## src/logic/gamePkg.sv

```systemverilog
package gamePkg;

    // ------------------------------
    // Widths and game lengths
    // ------------------------------

    // Width of one key value
    localparam int KeyWidth = 4;

    // Width of a sequence position
    localparam int AddrWidth = 4;

    // Plays per game for each level
    localparam int ShortLength = 8;
    localparam int LongLength = 16;

    // ------------------------------
    // Control states
    // ------------------------------

    // Codes follow the debug display convention
    typedef enum logic [3:0] {
        idle         = 4'h0,
        initialize   = 4'h1,
        waitPlay     = 4'h4,
        registerPlay = 4'h5,
        comparePlay  = 4'h6,
        advance      = 4'h7,
        win          = 4'hC,
        lose         = 4'hE,
        timedOut     = 4'hF
    } gameState;

endpackage
```

## src/logic/memoryGame.sv

```systemverilog
`timescale 1ns/1ns

module memoryGame
    import gamePkg::*;
#(
    parameter int TimeLimit = 40
) (
    input  logic                clock,
    input  logic                reset,
    input  logic                start,
    input  logic                longGame,
    input  logic                fastMode,
    input  logic                keyValid,
    input  logic [KeyWidth-1:0] key,
    output logic                done,
    output logic                hit,
    output logic                miss,
    output logic                timedOutFlag,
    output logic [3:0]          stateDebug
);

    // Control to datapath
    logic clearCounter;
    logic countUp;
    logic clearKey;
    logic loadKey;
    logic loadLevel;
    logic clearTimer;
    logic timerRun;

    // Datapath status
    logic keyMatch;
    logic lastPlay;
    logic timeUp;

    gameState currentState;

    // ------------------------------
    // Control unit
    // ------------------------------
    gameControl u_gameControl (
        .clock        (clock),
        .reset        (reset),
        .start        (start),
        .keyValid     (keyValid),
        .keyMatch     (keyMatch),
        .lastPlay     (lastPlay),
        .timeUp       (timeUp),
        .clearCounter (clearCounter),
        .countUp      (countUp),
        .clearKey     (clearKey),
        .loadKey      (loadKey),
        .loadLevel    (loadLevel),
        .clearTimer   (clearTimer),
        .timerRun     (timerRun),
        .done         (done),
        .hit          (hit),
        .miss         (miss),
        .timedOutFlag (timedOutFlag),
        .state        (currentState)
    );

    // ------------------------------
    // Datapath
    // ------------------------------
    gameDatapath #(
        .TimeLimit (TimeLimit)
    ) u_gameDatapath (
        .clock        (clock),
        .reset        (reset),
        .longGame     (longGame),
        .fastMode     (fastMode),
        .key          (key),
        .clearCounter (clearCounter),
        .countUp      (countUp),
        .clearKey     (clearKey),
        .loadKey      (loadKey),
        .loadLevel    (loadLevel),
        .clearTimer   (clearTimer),
        .timerRun     (timerRun),
        .keyMatch     (keyMatch),
        .lastPlay     (lastPlay),
        .timeUp       (timeUp)
    );

    // State code for debug
    assign stateDebug = currentState;

endmodule

```

## src/logic/gameControl.sv

```systemverilog
`timescale 1ns/1ns

module gameControl
    import gamePkg::*;
(
    input  logic     clock,
    input  logic     reset,
    input  logic     start,
    input  logic     keyValid,
    input  logic     keyMatch,
    input  logic     lastPlay,
    input  logic     timeUp,
    output logic     clearCounter,
    output logic     countUp,
    output logic     clearKey,
    output logic     loadKey,
    output logic     loadLevel,
    output logic     clearTimer,
    output logic     timerRun,
    output logic     done,
    output logic     hit,
    output logic     miss,
    output logic     timedOutFlag,
    output gameState state
);

    gameState nextState;

    // ------------------------------
    // State register
    // ------------------------------
    always_ff @(posedge clock or posedge reset) begin
        if (reset) begin
            state <= idle;
        end else begin
            state <= nextState;
        end
    end

    // ------------------------------
    // Next-state logic
    // ------------------------------
    always_comb begin
        nextState = state;
        case (state)
            idle:         nextState = start ? initialize : idle;
            initialize:   nextState = waitPlay;
            waitPlay: begin
                // A key on the same cycle as the timeout still counts
                if (keyValid) begin
                    nextState = registerPlay;
                end else if (timeUp) begin
                    nextState = timedOut;
                end
            end
            registerPlay: nextState = comparePlay;
            comparePlay: begin
                if (!keyMatch) begin
                    nextState = lose;
                end else if (lastPlay) begin
                    nextState = win;
                end else begin
                    nextState = advance;
                end
            end
            advance:      nextState = waitPlay;
            // End states wait for a new start
            win, lose, timedOut: begin
                if (start) begin
                    nextState = initialize;
                end
            end
            default:      nextState = idle;
        endcase
    end

    // ------------------------------
    // Moore output decode
    // ------------------------------
    always_comb begin
        clearCounter = (state == idle) || (state == initialize);
        countUp      = (state == advance);
        clearKey     = (state == idle);
        loadKey      = (state == registerPlay);
        loadLevel    = (state == initialize);
        clearTimer   = (state == initialize) || (state == registerPlay);
        timerRun     = (state == waitPlay);
        done         = (state == win) || (state == lose) || (state == timedOut);
        hit          = (state == win);
        miss         = (state == lose) || (state == timedOut);
        timedOutFlag = (state == timedOut);
    end

endmodule

```

## src/logic/gameDatapath.sv

```systemverilog
`timescale 1ns/1ns

module gameDatapath
    import gamePkg::*;
#(
    parameter int TimeLimit = 40
) (
    input  logic                clock,
    input  logic                reset,
    input  logic                longGame,
    input  logic                fastMode,
    input  logic [KeyWidth-1:0] key,
    input  logic                clearCounter,
    input  logic                countUp,
    input  logic                clearKey,
    input  logic                loadKey,
    input  logic                loadLevel,
    input  logic                clearTimer,
    input  logic                timerRun,
    output logic                keyMatch,
    output logic                lastPlay,
    output logic                timeUp
);

    logic [AddrWidth-1:0] position;
    logic [KeyWidth-1:0]  keyRegister;
    logic [KeyWidth-1:0]  expectedKey;
    logic                 longLevel;
    logic                 fastLevel;
    logic                 halfFlag;
    logic                 fullFlag;

    // ------------------------------
    // Position counter
    // ------------------------------
    always_ff @(posedge clock or posedge reset) begin
        if (reset) begin
            position <= '0;
        end else if (clearCounter) begin
            position <= '0;
        end else if (countUp) begin
            position <= position + 1'b1;
        end
    end

    // Key register
    always_ff @(posedge clock or posedge reset) begin
        if (reset) begin
            keyRegister <= '0;
        end else if (clearKey) begin
            keyRegister <= '0;
        end else if (loadKey) begin
            keyRegister <= key;
        end
    end

    // Levels sampled once per game
    always_ff @(posedge clock or posedge reset) begin
        if (reset) begin
            longLevel <= 1'b0;
            fastLevel <= 1'b0;
        end else if (loadLevel) begin
            longLevel <= longGame;
            fastLevel <= fastMode;
        end
    end

    // ------------------------------
    // Sequence and timer
    // ------------------------------
    sequenceRom u_sequenceRom (
        .address  (position),
        .expected (expectedKey)
    );

    playTimer #(
        .TimeLimit (TimeLimit)
    ) u_playTimer (
        .clock       (clock),
        .reset       (reset),
        .clear       (clearTimer),
        .run         (timerRun),
        .halfReached (halfFlag),
        .fullReached (fullFlag)
    );

    // Status back to the control unit
    assign keyMatch = (keyRegister == expectedKey);
    assign lastPlay = longLevel ? (position == AddrWidth'(LongLength - 1))
                                : (position == AddrWidth'(ShortLength - 1));
    // Fast mode gives half the time per play
    assign timeUp   = fastLevel ? halfFlag : fullFlag;

endmodule

```

## src/logic/playTimer.sv

```systemverilog
`timescale 1ns/1ns

module playTimer #(
    parameter int TimeLimit = 40
) (
    input  logic clock,
    input  logic reset,
    input  logic clear,
    input  logic run,
    output logic halfReached,
    output logic fullReached
);

    localparam int CountWidth = $clog2(TimeLimit + 1);

    logic [CountWidth-1:0] count;

    // ------------------------------
    // Cycle counter
    // ------------------------------
    always_ff @(posedge clock or posedge reset) begin
        if (reset) begin
            count <= '0;
        end else if (clear) begin
            count <= '0;
        end else if (run && !fullReached) begin
            // Holds at the limit until cleared
            count <= count + 1'b1;
        end
    end

    assign halfReached = (count >= CountWidth'(TimeLimit / 2));
    assign fullReached = (count >= CountWidth'(TimeLimit));

endmodule

```

## src/logic/sequenceRom.sv

```systemverilog
`timescale 1ns/1ns

module sequenceRom
    import gamePkg::*;
(
    input  logic [AddrWidth-1:0] address,
    output logic [KeyWidth-1:0]  expected
);

    // One-hot key per position
    always_comb begin
        case (address)
            4'd0:    expected = 4'h1;
            4'd1:    expected = 4'h2;
            4'd2:    expected = 4'h4;
            4'd3:    expected = 4'h8;
            4'd4:    expected = 4'h2;
            4'd5:    expected = 4'h1;
            4'd6:    expected = 4'h8;
            4'd7:    expected = 4'h4;
            // Second half only reached in long games
            4'd8:    expected = 4'h4;
            4'd9:    expected = 4'h4;
            4'd10:   expected = 4'h1;
            4'd11:   expected = 4'h2;
            4'd12:   expected = 4'h8;
            4'd13:   expected = 4'h8;
            4'd14:   expected = 4'h2;
            4'd15:   expected = 4'h1;
            default: expected = '0;
        endcase
    end

endmodule

```

## config.mk

```make
export PLATFORM = sky130hd
export DESIGN_NAME = memoryGame
export DESIGN_NICKNAME = d
export VERILOG_FILES = /design/src/logic/gamePkg.sv /design/src/logic/memoryGame.sv /design/src/logic/gameControl.sv /design/src/logic/gameDatapath.sv /design/src/logic/playTimer.sv /design/src/logic/sequenceRom.sv
export SDC_FILE = /design/constraint.sdc
export NUM_CORES = 1
export LEC_CHECK = 0
export ABC_AREA = 1
export BUFFER_PORTS_ARGS = -buffer_cell sky130_fd_sc_hd__buf_4
export CELL_PAD_IN_SITES_DETAIL_PLACEMENT = 1
export CELL_PAD_IN_SITES_GLOBAL_PLACEMENT = 1
export CORE_ASPECT_RATIO = 1.4
export CORE_MARGIN = 8
export CORE_UTILIZATION = 40
export CTS_CLUSTER_DIAMETER = 80
export DETAILED_ROUTE_END_ITERATION = 8
export HOLD_SLACK_MARGIN = 0.12
export PLACE_DENSITY_LB_ADDON = 0.1
export SETUP_SLACK_MARGIN = 0.05
export SLEW_MARGIN = 40
export SYNTH_ARGS = -nofsm -noshare
export SYNTH_HDL_FRONTEND = slang
export SYNTH_SLANG_ARGS = --single-unit
```

## constraint.sdc

```tcl
create_clock -name clock -period 1.6 [get_ports clock]
set_input_delay 0 -clock clock [delete_from_list [all_inputs] [get_ports clock]]
set_output_delay 0 -clock clock [all_outputs]
set_load 0.01 [all_outputs]
```

==> key figures <==
Route
  – Vias per cell: 5.06
  – Routed wl met2: 2.15 mm
  – Wire per inst: 15.0 um
  – DRT Pass-1 Iters: 4
  – WL met1: approximately 1.7 mm
  – Highest metal layer with signal wires: met4
  – Antenna-violating nets left: 0
  – # DRC: 0
  – Via count: around 1300
  – Routed wl met3: between 80 and 90 um
  – Initial DRC Count: 66
  – Final WL: 3.98 mm

Worst setup path
  – Worst path slowest cell: dfrtp_2
  – R2r worst-path depth: 13
  – Reg2reg start: u_gameDatapath.position[0]
  – Crit. Startpoint: u_gameDatapath.position[0]
  – CP top delay family: simple AND/OR/NAND/NOR gates
  – Startpoint Class: register
  – Levels on crit path: 13
  – Worst EP arrival: 1.75 ns
  – Critical-path maximum fanout: 3
  – Crit. End Element: register
  – Critical path type: reg -> reg
  – Most used cell, CP: nand2_1
  – Crit path largest cell delay: 0.47 ns
  – WP data required: 1.75 ns
  – Worst-path cell chain: inv_4 -> ha_4 -> inv_1 -> nand2_1 -> nand3_2 -> nand3_2 -> nand2_2 -> nor2_4 -> nand3_1 -> nand2_1 -> nand2_1 -> nand2_1 -> nand2_1
  – Worst Path Buf+Inv: 2

Floorplan
  – Initial Utilization: 42.0%
  – Die Width: 64.4 um
  – Full die area: 5390 um^2
  – Top-level I/O count: 18
  – Cell Rows: 24
  – Chip height: 83.7 um
  – Core area: 3120 um^2

Layout
  – Ant diodes: 0
  – Area grow syn2layout: 44.0%
  – Share of cells above drive strength 1: between 30 and 40%
  – Nets: ~240
  – Fill cells: 392
  – Final core utilization: 60.5%
  – Final Cell Area: 1890 um^2

Global routing
  – First-pass GRT wire length: 6.68 mm
  – Vias in the first global route: 1507
  – GRT Util Overall: 15.1%
  – Initial antenna violation count: 0
  – Grt total ovfl: 0
  – Largest net degree at the start of global routing: 21

STA
  – Clock Skews: 0.00701 ns
  – Fin. Hold Viols: 0
  – Worst-Margin Slew: between 0.3 and 0.4 ns
  – Hold WS: 0.198 ns
  – Post-layout minimum cycle time: roughly 1.6 ns
  – Setup violators final: 0
  – Period utilization: between 90 and 100%
  – Slew Limit Fails: 0
  – Rel. slew slack: 76.6%
  – Fin Setup TNS: 0 ns
  – Max Freq: approximately 0.63 GHz
  – Unrepaired setup endpoints after global routing: true

Pwr
  – Clock network fraction of design power: between 10% and 20%
  – Leakage: 0.944 nW
  – Comb pwr share: between 60 and 70%
  – Total power: 3.29 mW
  – Net Sw Power: 1.55 mW
  – PD cells: roughly 1700 nW/um^2
  – Internal: 1.74 mW
  – Switch share: 47.0%
  – Peak supply drop: 985 uV
  – Seq pwr share: 27.6%

Yosys
  – Syn_nets: slightly below 200
  – Seq cells post-synth: 20
  – Cell Area, Synth: around 1300 um^2
  – Number of distinct library cells after synthesis: 27
  – Post-synthesis mux area share: 1.72%
  – Synth Area in Adders: 5.73%
  – Synth Area in Compound Gates: 9.64%
  – Cells after Synth: 182
  – Register area share after synthesis: 38.2%
  – Post-Synth Simple-Gate Area: 35.3%
  – Largest family of logic cells by synthesized area: simple AND/OR/NAND/NOR gates
  – Synth Area per Inst: roughly 7.2 um^2
  – YS warnings: 0
  – Synth Area in XOR/XNOR: 0%

Place
  – Placer Congestion: around 0.82
  – IO Port Bufs: 17
  – Placed Instance Area: 1560 um^2
  – HPWL Detailed: 2.92 mm

Clocking
  – Clk sink count: 20
  – Clk slew on worst S/H paths: 0.08 ns
  – Root buffer cell: clkbuf_8
  – Skew-Pair Late Insertion Delay: about 0.26 ns
  – Max Buffers Root-to-Sink: 2
  – CTS tree: done
  – CTS Buf Count: 3
  – CTS H-Tree Depth: 1

Worst hold path
  – Hold path startpoint: keyValid
  – Hold path depth: 7
  – Hold Path Class: in -> reg

Run status
  – Status: finished clean

Run
  – # Max-Cap Violations: 0
[area by class of cell]
cell class                      count  area, um^2  area share, %
Clock buffer                        4        55.1           2.92
Inverter                           29         118           6.23
Sequential cell                    20         504           26.7
Timing Repair Buffer               41         328           17.4
Tap cell                           39        48.8           2.58
Multi-Input combinational cell    132         835           44.2
[logic make-up (layout without fill, tap and decap cells)]
family / count (synthesis) / count (layout)
AO/OA/AOI/OAI: 23 / 23
flip-flops: 20 / 20
adder cells (fa/ha/maj): 6 / 6
buffers and inverters: 30 / 74
multiplexers: 2 / 2
AND/OR/NAND/NOR: 101 / 101
[worst register-to-register path, delay by kind of cell (launching register included)]
kind | cells | cell delay [ns]
AND/OR/NAND/NOR | 10 | 0.69
flip-flops | 1 | 0.47
adder cells (fa/ha/maj) | 1 | 0.17
buffers and inverters | 2 | 0.16
[state kept, by name, indices dropped and copies added (netlist names)]
name / flops
u_gameControl.state: 4
u_gameDatapath.fastLevel: 1
u_gameDatapath.keyRegister: 4
u_gameDatapath.longLevel: 1
u_gameDatapath.position: 4
u_gameDatapath.u_playTimer.count: 6
[routing by layer]
metal	vias to the layer above	global-route usage, %
met5	-	0
met4	0	7.57
met3	9	2.28
met2	19	28.4
met1	643	15.3
li1	670	-
[per-stage QoR]
| step | setup WS (ns) | cells |
|---|---|---|
| after floorplan | 0.151 | 182 |
| after detailed placement | -0.0490 | 248 |
| after global routing | -0.100 | 265 |
| final | 0.00174 | 265 |
| after CTS | 0.0285 | 263 |
| after global placement | 0.0214 | 248 |
[synth_stat cells (all sizes together)]
| library cell | count | area (um^2) |
|---|---|---|
| nor2 | 15 | 71.3 |
| clkinv | 1 | 5.00 |
| mux2 | 2 | 22.5 |
| o21ai | 13 | 65.1 |
| o211ai | 1 | 7.51 |
| or2 | 1 | 6.26 |
| nand2 | 55 | 216 |
| a211oi | 1 | 7.51 |
| nor3 | 4 | 31.3 |
| nand3 | 21 | 105 |
| buf | 1 | 11.3 |
| dfrtp | 20 | 500 |
| ha | 6 | 75.1 |
| o22ai | 2 | 12.5 |
| a21oi | 6 | 33.8 |
| inv | 28 | 108 |
| nand4 | 4 | 25.0 |
| nor3b | 1 | 7.51 |
[power groups by stage]
| stage | Combinational, mW | Sequential (mW) | Clock [mW] |
|---|---|---|---|
| after floorplan | 1.10 | 0.846 | 0 |
| after global placement | 1.60 | 0.851 | 0 |
| after detailed placement | 1.66 | 0.869 | 0 |
| after CTS | 1.92 | 0.910 | 0.403 |
| after global routing | 2.25 | 0.934 | 0.419 |
| final | 1.99 | 0.909 | 0.391 |
[worst paths after layout]
path / to / slack, ns
max reg2reg: u_gameControl.state[3] / 0.002
min: u_gameControl.state[3] / 0.20
max: u_gameControl.state[3] / 0.002
min reg2reg: u_gameDatapath.longLevel / 0.54
max in group asynchronous: u_gameDatapath.position[2] / 1.04
min in group asynchronous: u_gameDatapath.u_playTimer.count[1] / 0.33
[placed cells by master, fill, tap and decap left out, types with 5 or more instances in the layout]
cell type / netlist / layout
a21oi_1: 5 / 5
nand2_2: 1 / 5
inv_2: 8 / 8
buf_4: 0 / 33
o21ai_1: 8 / 8
dlygate4sd3_1: 0 / 8
inv_1: 19 / 17
dfrtp_1: 20 / 17
nand2_1: 53 / 46
nand3_1: 21 / 12
nand3_2: 0 / 7
nor2_1: 11 / 11
o21ai_0: 5 / 5
[repair_timing]
action                                 CTS  global route
endpoints found under the hold margin   27             0
resized for setup                       34             3
setup buffers                            3             2
setup endpoints to repair                3             4
pin swaps                               14             3
hold buffers                             8             0
No activity file was read; power rests on OpenSTA's default activity.
